<file path="config.mk">
export PLATFORM = sky130hd
export DESIGN_NAME = fetch_predict
export DESIGN_NICKNAME = d
export VERILOG_FILES = /design/src/core_pkg.sv /design/src/fetch_pkg.sv /design/src/btb.sv /design/src/gshare.sv /design/src/pc_gen.sv /design/src/fetch_stage.sv /design/src/fetch_predict.sv
export SDC_FILE = /design/constraint.sdc
export NUM_CORES = 2
export LEC_CHECK = 0
export BUFFER_PORTS_ARGS = -buffer_cell sky130_fd_sc_hd__buf_4
export CAP_MARGIN = 20
export CORE_ASPECT_RATIO = 0.9
export CORE_MARGIN = 3
export CORE_UTILIZATION = 43
export DETAILED_ROUTE_END_ITERATION = 10
export GPL_TIMING_DRIVEN = 0
export SYNTH_ARGS = -nofsm -noshare
export SYNTH_HDL_FRONTEND = slang
export SYNTH_SLANG_ARGS = --single-unit
</file>
<file path="constraint.sdc">
create_clock -name clk_i -period 4.7 [get_ports clk_i]
set_clock_uncertainty 0.1 [all_clocks]
set_input_delay 0.94 -clock clk_i [delete_from_list [all_inputs] [get_ports clk_i]]
set_output_delay 0.94 -clock clk_i [all_outputs]
set_load 0.005 [all_outputs]
</file>
<file path="src/core_pkg.sv">
// Core-wide address constants

package core_pkg;

  // ------------------------------------------------------------------
  // Address and instruction sizes
  // ------------------------------------------------------------------

  // Width of every PC and target word
  localparam int unsigned XLEN = 32;

  // Byte-offset bits below the word index
  localparam int unsigned OFFSET = 2;

  // Sequential step between two instructions
  localparam int unsigned ILEN_BYTES = 4;

endpackage

</file>
<file path="src/fetch_pkg.sv">
// Front-end types and sizes

package fetch_pkg;

  // ------------------------------------------------------------------
  // Predictor sizes
  // ------------------------------------------------------------------

  // BTB index bits, 16 rows
  localparam int unsigned BTB_BITS_DEF = 4;

  // History length, also the gshare index width (64 counters)
  localparam int unsigned HLEN_DEF = 6;

  // 2-bit saturating direction counter
  typedef logic [1:0] cnt_t;

  // Weakly not taken, the counter's start value
  localparam cnt_t CNT_WNT = 2'b01;

  // ------------------------------------------------------------------
  // Interface structs
  // ------------------------------------------------------------------

  // Branch resolution coming back from execute
  typedef struct packed {
    logic                      valid;
    logic [core_pkg::XLEN-1:0] pc;
    logic [core_pkg::XLEN-1:0] target;
    logic                      taken;
    logic                      mispredict;
    // Resolved instruction is no control transfer
    logic                      del_entry;
  } res_t;

  // Request towards the instruction memory
  typedef struct packed {
    logic [core_pkg::XLEN-1:0] pc;
    logic                      pred_taken;
    // Full word, low offset bits are zero
    logic [core_pkg::XLEN-1:0] pred_target;
  } fetch_req_t;

endpackage

</file>
<file path="src/btb.sv">
// Direct-mapped branch target buffer

`timescale 1ns/1ps

module btb #(
  parameter int unsigned BTB_BITS = fetch_pkg::BTB_BITS_DEF
) (
  input  logic                                         clk_i,
  input  logic                                         rst_ni,
  input  logic                                         flush_i,
  input  logic [core_pkg::XLEN-1:0]                    curr_pc_i,
  input  logic                                         res_valid_i,
  input  logic                                         del_entry_i,
  input  logic [core_pkg::XLEN-1:0]                    res_pc_i,
  input  logic [core_pkg::XLEN-1:0]                    res_target_i,
  output logic                                         hit_o,
  output logic [core_pkg::XLEN-core_pkg::OFFSET-1:0]   target_o
);

  import core_pkg::*;

  localparam int unsigned Rows   = 1 << BTB_BITS;
  localparam int unsigned TagLen = XLEN - BTB_BITS - OFFSET;

  // One row: valid flag, upper PC bits, word-aligned target
  typedef struct packed {
    logic                   valid;
    logic [TagLen-1:0]      tag;
    logic [XLEN-OFFSET-1:0] target;
  } entry_t;

  entry_t              rows_q [Rows];
  logic [BTB_BITS-1:0] idx_w;
  logic [BTB_BITS-1:0] idx_r;
  logic [TagLen-1:0]   tag_w;
  logic [TagLen-1:0]   tag_r;

  // ------------------------------------------------------------------
  // Update from resolution
  // ------------------------------------------------------------------
  assign idx_w = res_pc_i[BTB_BITS+OFFSET-1:OFFSET];
  assign tag_w = res_pc_i[XLEN-1:BTB_BITS+OFFSET];

  always_ff @(posedge clk_i or negedge rst_ni) begin
    if (!rst_ni) begin
      for (int i = 0; i < Rows; i++) begin
        rows_q[i] <= '0;
      end
    end else if (flush_i) begin
      // Whole table emptied in one cycle
      for (int i = 0; i < Rows; i++) begin
        rows_q[i] <= '0;
      end
    end else if (res_valid_i) begin
      if (del_entry_i) begin
        // Not a control transfer, drop the row
        rows_q[idx_w] <= '0;
      end else begin
        rows_q[idx_w].valid  <= 1'b1;
        rows_q[idx_w].tag    <= tag_w;
        rows_q[idx_w].target <= res_target_i[XLEN-1:OFFSET];
      end
    end
  end

  // ------------------------------------------------------------------
  // Lookup, same cycle
  // ------------------------------------------------------------------
  assign idx_r = curr_pc_i[BTB_BITS+OFFSET-1:OFFSET];
  assign tag_r = curr_pc_i[XLEN-1:BTB_BITS+OFFSET];

  assign hit_o    = rows_q[idx_r].valid & (rows_q[idx_r].tag == tag_r);
  assign target_o = rows_q[idx_r].target;

  // A delete request must come with a known strobe from execute
  a_del_strobe_known: assert property (
    @(posedge clk_i) disable iff (!rst_ni)
    del_entry_i |-> !$isunknown(res_valid_i)
  );

endmodule

</file>
<file path="src/gshare.sv">
// Gshare direction predictor

`timescale 1ns/1ps

module gshare #(
  parameter int unsigned HLEN = fetch_pkg::HLEN_DEF
) (
  input  logic                      clk_i,
  input  logic                      rst_ni,
  input  logic                      flush_i,
  input  logic [core_pkg::XLEN-1:0] curr_pc_i,
  input  logic                      res_valid_i,
  input  logic [core_pkg::XLEN-1:0] res_pc_i,
  input  logic                      res_taken_i,
  input  logic                      res_skip_i,
  output logic                      taken_o
);

  import core_pkg::*;
  import fetch_pkg::*;

  localparam int unsigned Rows = 1 << HLEN;

  logic [HLEN-1:0] hist_q;
  logic [HLEN-1:0] hist_d;
  cnt_t            cnt_q [Rows];
  cnt_t            cnt_w;
  cnt_t            cnt_next;
  logic [HLEN-1:0] idx_r;
  logic [HLEN-1:0] idx_w;
  logic            train;

  // Only resolved control transfers train the predictor
  assign train = res_valid_i & ~res_skip_i;

  // ------------------------------------------------------------------
  // Index hashing
  // ------------------------------------------------------------------
  // Training index uses history before this update
  assign idx_w = res_pc_i[HLEN+OFFSET-1:OFFSET] ^ hist_q;
  assign idx_r = curr_pc_i[HLEN+OFFSET-1:OFFSET] ^ hist_q;

  // ------------------------------------------------------------------
  // Saturating counter step
  // ------------------------------------------------------------------
  assign cnt_w = cnt_q[idx_w];

  always_comb begin
    cnt_next = cnt_w;
    if (res_taken_i) begin
      // Stop at strongly taken
      if (cnt_w != 2'b11) begin
        cnt_next = cnt_w + 2'b01;
      end
    end else begin
      // Stop at strongly not taken
      if (cnt_w != 2'b00) begin
        cnt_next = cnt_w - 2'b01;
      end
    end
  end

  // Newest outcome enters at bit 0, oldest falls off the top
  assign hist_d = HLEN'({hist_q, res_taken_i});

  // ------------------------------------------------------------------
  // Global history register
  // ------------------------------------------------------------------
  always_ff @(posedge clk_i or negedge rst_ni) begin
    if (!rst_ni) begin
      hist_q <= '0;
    end else if (flush_i) begin
      hist_q <= '0;
    end else if (train) begin
      hist_q <= hist_d;
    end
  end

  // ------------------------------------------------------------------
  // Counter table
  // ------------------------------------------------------------------
  always_ff @(posedge clk_i or negedge rst_ni) begin
    if (!rst_ni) begin
      for (int i = 0; i < Rows; i++) begin
        cnt_q[i] <= CNT_WNT;
      end
    end else if (flush_i) begin
      // Flush returns every counter to its start value
      for (int i = 0; i < Rows; i++) begin
        cnt_q[i] <= CNT_WNT;
      end
    end else if (train) begin
      cnt_q[idx_w] <= cnt_next;
    end
  end

  // Upper counter bit is the direction
  assign taken_o = cnt_q[idx_r][1];

  // A resolution brings a known skip bit and outcome into the history
  a_hist_known_in: assert property (
    @(posedge clk_i) disable iff (!rst_ni)
    res_valid_i |-> !$isunknown({res_skip_i, res_taken_i})
  );

endmodule

</file>
<file path="src/pc_gen.sv">
// PC register stage

`timescale 1ns/1ps

module pc_gen (
  input  logic                      clk_i,
  input  logic                      rst_ni,
  input  logic                      stall_i,
  input  logic                      redirect_i,
  input  logic [core_pkg::XLEN-1:0] redirect_pc_i,
  input  logic                      pred_taken_i,
  input  logic [core_pkg::XLEN-1:0] pred_target_i,
  output logic [core_pkg::XLEN-1:0] curr_pc_o
);

  import core_pkg::*;

  logic [XLEN-1:0] pc_q;
  logic [XLEN-1:0] pc_d;
  logic [XLEN-1:0] seq_pc;
  logic [XLEN-1:0] redir_pc;

  // ------------------------------------------------------------------
  // Next PC candidates
  // ------------------------------------------------------------------
  assign seq_pc = pc_q + XLEN'(ILEN_BYTES);

  // All instructions are word aligned
  assign redir_pc = {redirect_pc_i[XLEN-1:OFFSET], {OFFSET{1'b0}}};

  // Priority: redirect, then prediction, then sequential
  always_comb begin
    if (redirect_i) begin
      pc_d = redir_pc;
    end else if (pred_taken_i) begin
      pc_d = pred_target_i;
    end else begin
      pc_d = seq_pc;
    end
  end

  // ------------------------------------------------------------------
  // PC register
  // ------------------------------------------------------------------
  always_ff @(posedge clk_i or negedge rst_ni) begin
    if (!rst_ni) begin
      pc_q <= '0;
    end else if (redirect_i || !stall_i) begin
      // Redirect is taken even while stalled
      pc_q <= pc_d;
    end
  end

  assign curr_pc_o = pc_q;

  // PC stays aligned across every source
  a_pc_aligned: assert property (
    @(posedge clk_i) disable iff (!rst_ni)
    curr_pc_o[OFFSET-1:0] == '0
  );

endmodule

</file>
<file path="src/fetch_stage.sv">
// Prediction and fetch request stage

`timescale 1ns/1ps

module fetch_stage (
  input  logic                                       clk_i,
  input  logic                                       rst_ni,
  input  logic                                       flush_i,
  input  logic                                       stall_i,
  input  logic                                       redirect_i,
  input  logic [core_pkg::XLEN-1:0]                  curr_pc_i,
  input  logic                                       btb_hit_i,
  input  logic [core_pkg::XLEN-core_pkg::OFFSET-1:0] btb_target_i,
  input  logic                                       bp_taken_i,
  output logic                                       pred_taken_o,
  output logic [core_pkg::XLEN-1:0]                  pred_target_o,
  output logic                                       req_valid_o,
  output fetch_pkg::fetch_req_t                      req_o
);

  import core_pkg::*;
  import fetch_pkg::*;

  logic       valid_q;
  fetch_req_t req_q;

  // ------------------------------------------------------------------
  // Prediction
  // ------------------------------------------------------------------
  // Taken needs a known target and a taken direction
  assign pred_taken_o  = btb_hit_i & bp_taken_i;
  assign pred_target_o = {btb_target_i, {OFFSET{1'b0}}};

  // ------------------------------------------------------------------
  // Request register
  // ------------------------------------------------------------------
  always_ff @(posedge clk_i or negedge rst_ni) begin
    if (!rst_ni) begin
      valid_q <= 1'b0;
      req_q   <= '0;
    end else begin
      if (redirect_i || flush_i) begin
        // In-flight PC is wrong-path, kill it
        valid_q <= 1'b0;
      end else if (!stall_i) begin
        valid_q <= 1'b1;
      end
      if (!stall_i) begin
        req_q.pc          <= curr_pc_i;
        req_q.pred_taken  <= pred_taken_o;
        req_q.pred_target <= pred_target_o;
      end
    end
  end

  assign req_valid_o = valid_q;
  assign req_o       = req_q;

endmodule

</file>
<file path="src/fetch_predict.sv">
// Branch prediction front end

`timescale 1ns/1ps

module fetch_predict (
  input  logic                  clk_i,
  input  logic                  rst_ni,
  input  logic                  flush_i,
  input  logic                  stall_i,
  input  fetch_pkg::res_t       res_i,
  output logic                  req_valid_o,
  output fetch_pkg::fetch_req_t req_o
);

  import core_pkg::*;
  import fetch_pkg::*;

  logic [XLEN-1:0]        curr_pc;
  logic                   btb_hit;
  logic [XLEN-OFFSET-1:0] btb_target;
  logic                   bp_taken;
  logic                   pred_taken;
  logic [XLEN-1:0]        pred_target;
  logic                   redirect;
  logic                   btb_upd;

  // ------------------------------------------------------------------
  // Resolution decode
  // ------------------------------------------------------------------
  // Mispredicted resolution restarts fetch
  assign redirect = res_i.valid & res_i.mispredict;

  // BTB sees deletions and taken branches only
  assign btb_upd = res_i.valid & (res_i.del_entry | res_i.taken);

  // ------------------------------------------------------------------
  // Stages and predictors
  // ------------------------------------------------------------------
  pc_gen u_pc_gen (
    .clk_i         (clk_i),
    .rst_ni        (rst_ni),
    .stall_i       (stall_i),
    .redirect_i    (redirect),
    .redirect_pc_i (res_i.target),
    .pred_taken_i  (pred_taken),
    .pred_target_i (pred_target),
    .curr_pc_o     (curr_pc)
  );

  btb #(
    .BTB_BITS (BTB_BITS_DEF)
  ) u_btb (
    .clk_i        (clk_i),
    .rst_ni       (rst_ni),
    .flush_i      (flush_i),
    .curr_pc_i    (curr_pc),
    .res_valid_i  (btb_upd),
    .del_entry_i  (res_i.del_entry),
    .res_pc_i     (res_i.pc),
    .res_target_i (res_i.target),
    .hit_o        (btb_hit),
    .target_o     (btb_target)
  );

  gshare #(
    .HLEN (HLEN_DEF)
  ) u_gshare (
    .clk_i       (clk_i),
    .rst_ni      (rst_ni),
    .flush_i     (flush_i),
    .curr_pc_i   (curr_pc),
    .res_valid_i (res_i.valid),
    .res_pc_i    (res_i.pc),
    .res_taken_i (res_i.taken),
    .res_skip_i  (res_i.del_entry),
    .taken_o     (bp_taken)
  );

  fetch_stage u_fetch_stage (
    .clk_i         (clk_i),
    .rst_ni        (rst_ni),
    .flush_i       (flush_i),
    .stall_i       (stall_i),
    .redirect_i    (redirect),
    .curr_pc_i     (curr_pc),
    .btb_hit_i     (btb_hit),
    .btb_target_i  (btb_target),
    .bp_taken_i    (bp_taken),
    .pred_taken_o  (pred_taken),
    .pred_target_o (pred_target),
    .req_valid_o   (req_valid_o),
    .req_o         (req_o)
  );

endmodule

</file>
==> run summary <==
TritonRoute pass-1 iters -> 6
Post-synth EDFFs -> 0
Yosys reg bits -> 1138
Synth cell types -> 78
GRT Total Usage -> 31.0%
Syn. warnings -> 0
Seq pwr share -> 42.7%
Die X -> 373 um
Total routed wirelength -> 197 mm
CTS root buf -> clkbuf_16
Iter 0 DRT Violations -> 5027
Nets -> 4219
Final Hold Viols -> 0
Post-CTS setup buffers -> 0
Via-per-instance ratio -> 6.73
Clock Path Buffers -> 3
Internal power -> 16700 uW
Crit share post-route -> 101%
Cell Rows -> 120
Crit Path Category -> reg2reg
CTS tree -> yes
Top FF cell, synth -> dfrtp_1
Slew @ Worst Pin -> 1.21 ns
Depth of the CTS H-tree -> 3
Max Clk Rate -> 211 MHz
GP Congestion -> 0.937
CP max FO -> 10
Post-cts gate resize count -> 21
Share of cells above drive strength 1 -> 21.1%
Critical R2R Capture -> u_fetch_stage.req_o[27]$_DFFE_PN0N_
Seq/Total Area, Yosys -> 54.7%
Hold Buf Count CTS -> 0
Switching part of the total -> 28.9%
DP HPWL -> 134 mm
Failing checks -> setup timing
Design area -> 59500 sq um
Status -> complete, but fails checks
CP required -> 5.21 ns
Placed cell count -> 5606
Final setup violation count -> 3
Die height -> 337 um
Top post-synthesis cells by area -> dfrtp_1, a22o_1, mux4_2, dfstp_2, clkbuf_1
Initial Util -> 43.6%
Peak supply drop -> 0.293 mV
Synthesized area -> 52300 sq um
CP arrival -> 5.24 ns
Antenna-violating nets left -> 0
Synth top area share -> 51.4%
Via count -> 39300
Routed length per placed instance -> 33.7 um
Worst rel slew slack -> 18.7%
Min Tclk post-route -> 4.73 ns
Pwr Density -> 396 nW/um^2
Clock slew at reported path FFs -> 0.06 ns
Sink Count -> 1138
Final Util -> 49.6%
Total of max-cap violations -> 0
Post-synth ARST share -> 100%
Worst setup margin -> -0.0288 ns
Power share of the combinational group -> 15.4%
Cell Area, Placed -> 55300 sq um
FF-to-FF path depth -> 7
Vias in the first global route -> 38900
Clock Power Share -> 41.9%
PortBufs -> 73
Io pins -> 138
Largest net degree at the start of global routing -> 177
Area growth from synthesis to layout -> 13.8%
Syn Area/Cell -> 13.3 sq um
Initial antenna violation count -> 12
Psw -> 6810 uW
Setup slack, reg-to-reg -> -0.03 ns
Biggest area consumer among synthesized cells -> dfrtp_1
Cells after synthesis -> 3921
CP Launch Type -> flop
Pleak -> 0.0266 uW
Final Non-Filler Cells -> 5844
DR DRC count -> 0
Total grt overflow -> 0
Worst R2R Start -> u_pc_gen.curr_pc_o[5]$_DFFE_PN0P_
First-pass GRT wire length -> 285 mm
Crit end category -> flop
Core area -> 120000 sq um
Final Max Tran Viols -> 0
HP Class -> in2async
Clock latency at the later pin of the worst-skew pair -> 0.77 ns
Die footprint -> 126000 sq um
TritonCTS buffer count -> 119
## critical path, cell delays in order (launching register included)
cell and delay [ns]:
dfrtp_1 0.40, clkbuf_2 0.48, clkbuf_1 0.73, buf_1 0.55, buf_2 0.49, clkdlybuf4s15_1 0.91, mux4_2 0.56, mux2_2 0.31
## synth_stat cells, drive strengths merged, types with 11 or more instances
master and instances:
mux4 257, nor3 42, nand4 11, xor2 31, mux2 97, nor2 63
nor4 16, dfrtp 1074, nand2b 13, nand3 30, mux2i 89, nand3b 66
xnor2 42, clkbuf 309, nor2b 17, dfstp 64, o21ai 233, a31oi 11
o22ai 35, a22o 893, and3 23, buf 177, nand2 146, a22oi 18
a21oi 59, a21o 17
## flip-flops by register name, summed over array words and instances (netlist names)
register,count
u_btb.rows_q,912
u_fetch_stage.req_o,61
u_fetch_stage.req_valid_o,1
u_gshare.cnt_q,128
u_gshare.hist_q,6
u_pc_gen.curr_pc_o,30
## worst max path at each step
stage                                       from                             endpoint  slack, ns  cells after the start
4_1_cts        u_pc_gen.curr_pc_o[3]$_DFFE_PN0P_  u_fetch_stage.req_o[29]$_DFFE_PN0N_       0.05                     11
6_report       u_pc_gen.curr_pc_o[5]$_DFFE_PN0P_  u_fetch_stage.req_o[27]$_DFFE_PN0N_      -0.03                      7
3_5_place_dp   u_pc_gen.curr_pc_o[2]$_DFFE_PN0P_  u_fetch_stage.req_o[29]$_DFFE_PN0N_      -0.62                     10
2_1_floorplan                          res_i[37]      u_gshare.cnt_q[114]$_DFFE_PN1P_       1.03                     12
5_1_grt        u_pc_gen.curr_pc_o[2]$_DFFE_PN0P_   u_pc_gen.curr_pc_o[31]$_DFFE_PN0P_     -0.004                     13
3_3_place_gp                              rst_ni        u_btb.rows_q[694]$_DFFE_PN0P_     -11.46                      1
## layer usage
| layer | wire length [um] | global-route usage [%] |
|---|---|---|
| met1 | 82000 | 44.0 |
| met2 | 84700 | 44.9 |
| met3 | 21600 | 9.19 |
| met4 | 8320 | 12.2 |
| met5 | 64 | 0 |
## placed cells by master (no fill, tap or decap), drive strengths merged, types with 7 or more instances in the layout
cell	netlist	layout
a21oi	59	59
o22ai	35	35
nand2	146	146
nand3b	66	66
mux2	97	97
and3	23	23
a221oi	7	7
o21ai	233	233
nand2b	13	13
clkbuf	309	489
dfrtp	1074	1074
a31oi	11	11
inv	6	9
nor2b	17	17
mux4	257	257
clkinvlp	0	7
xnor2	42	42
nor3	42	42
bufinv	0	10
diode	0	10
nand3	30	30
nand4	11	11
mux2i	89	89
nor4	16	16
xor2	31	31
a22oi	18	18
clkinv	1	27
a21o	17	17
buf	177	274
dfstp	64	64
nor2	63	63
a22o	893	893
## power by group through the flow
| stage | Clock (uW) | Sequential (uW) | Combinational, uW |
|---|---|---|---|
| floorplan | 0 | 10200 | 1900 |
| global route | 10300 | 10100 | 3740 |
| finish | 9870 | 10100 | 3630 |
| CTS | 9930 | 10100 | 3520 |
| detailed placement | 0 | 10200 | 3510 |
| global placement | 0 | 10200 | 3430 |
## logic make-up (layout without fill, tap and decap cells)
logic type	Yosys count	count (layout)	share of synthesized area, %
compound gates	1321	1321	20.2
flops	1138	1138	54.7
buf+inv	493	817	4.26
simple gates	450	450	4.55
mux	443	443	15.0
xor+xnor	73	73	1.35
fa+ha+maj	2	2	0.0455
other cells	1	14	0.00718
## per-stage QoR
| step | hold WS (ns) | total power, uW | setup TNS (ns) | setup slack [ns] |
|---|---|---|---|---|
| finish | 0.100 | 23600 | -0.0648 | -0.0288 |
| global route | 0.157 | 24200 | -0.00403 | -0.00403 |
| CTS | 0.126 | 23500 | 0 | 0.0506 |
| detailed placement | 0.365 | 13700 | -26.41 | -0.621 |
| global placement | 0.355 | 13700 | - | -11.46 |
| floorplan | 0.344 | 12100 | 0 | 1.03 |
## layout make-up
type                       instances  area (sq um)
antenna                           10          25.0
buffer                           485          2240
clock buffer                     177          3510
clock inverter                    46           532
fill                           10500         60400
inverter                           7          26.3
multi-input combinational       2293         21500
sequential                      1138         28600
tap                             1586          1980
timing repair buffer             102          1080
Power figures use the tool's default switching activity.
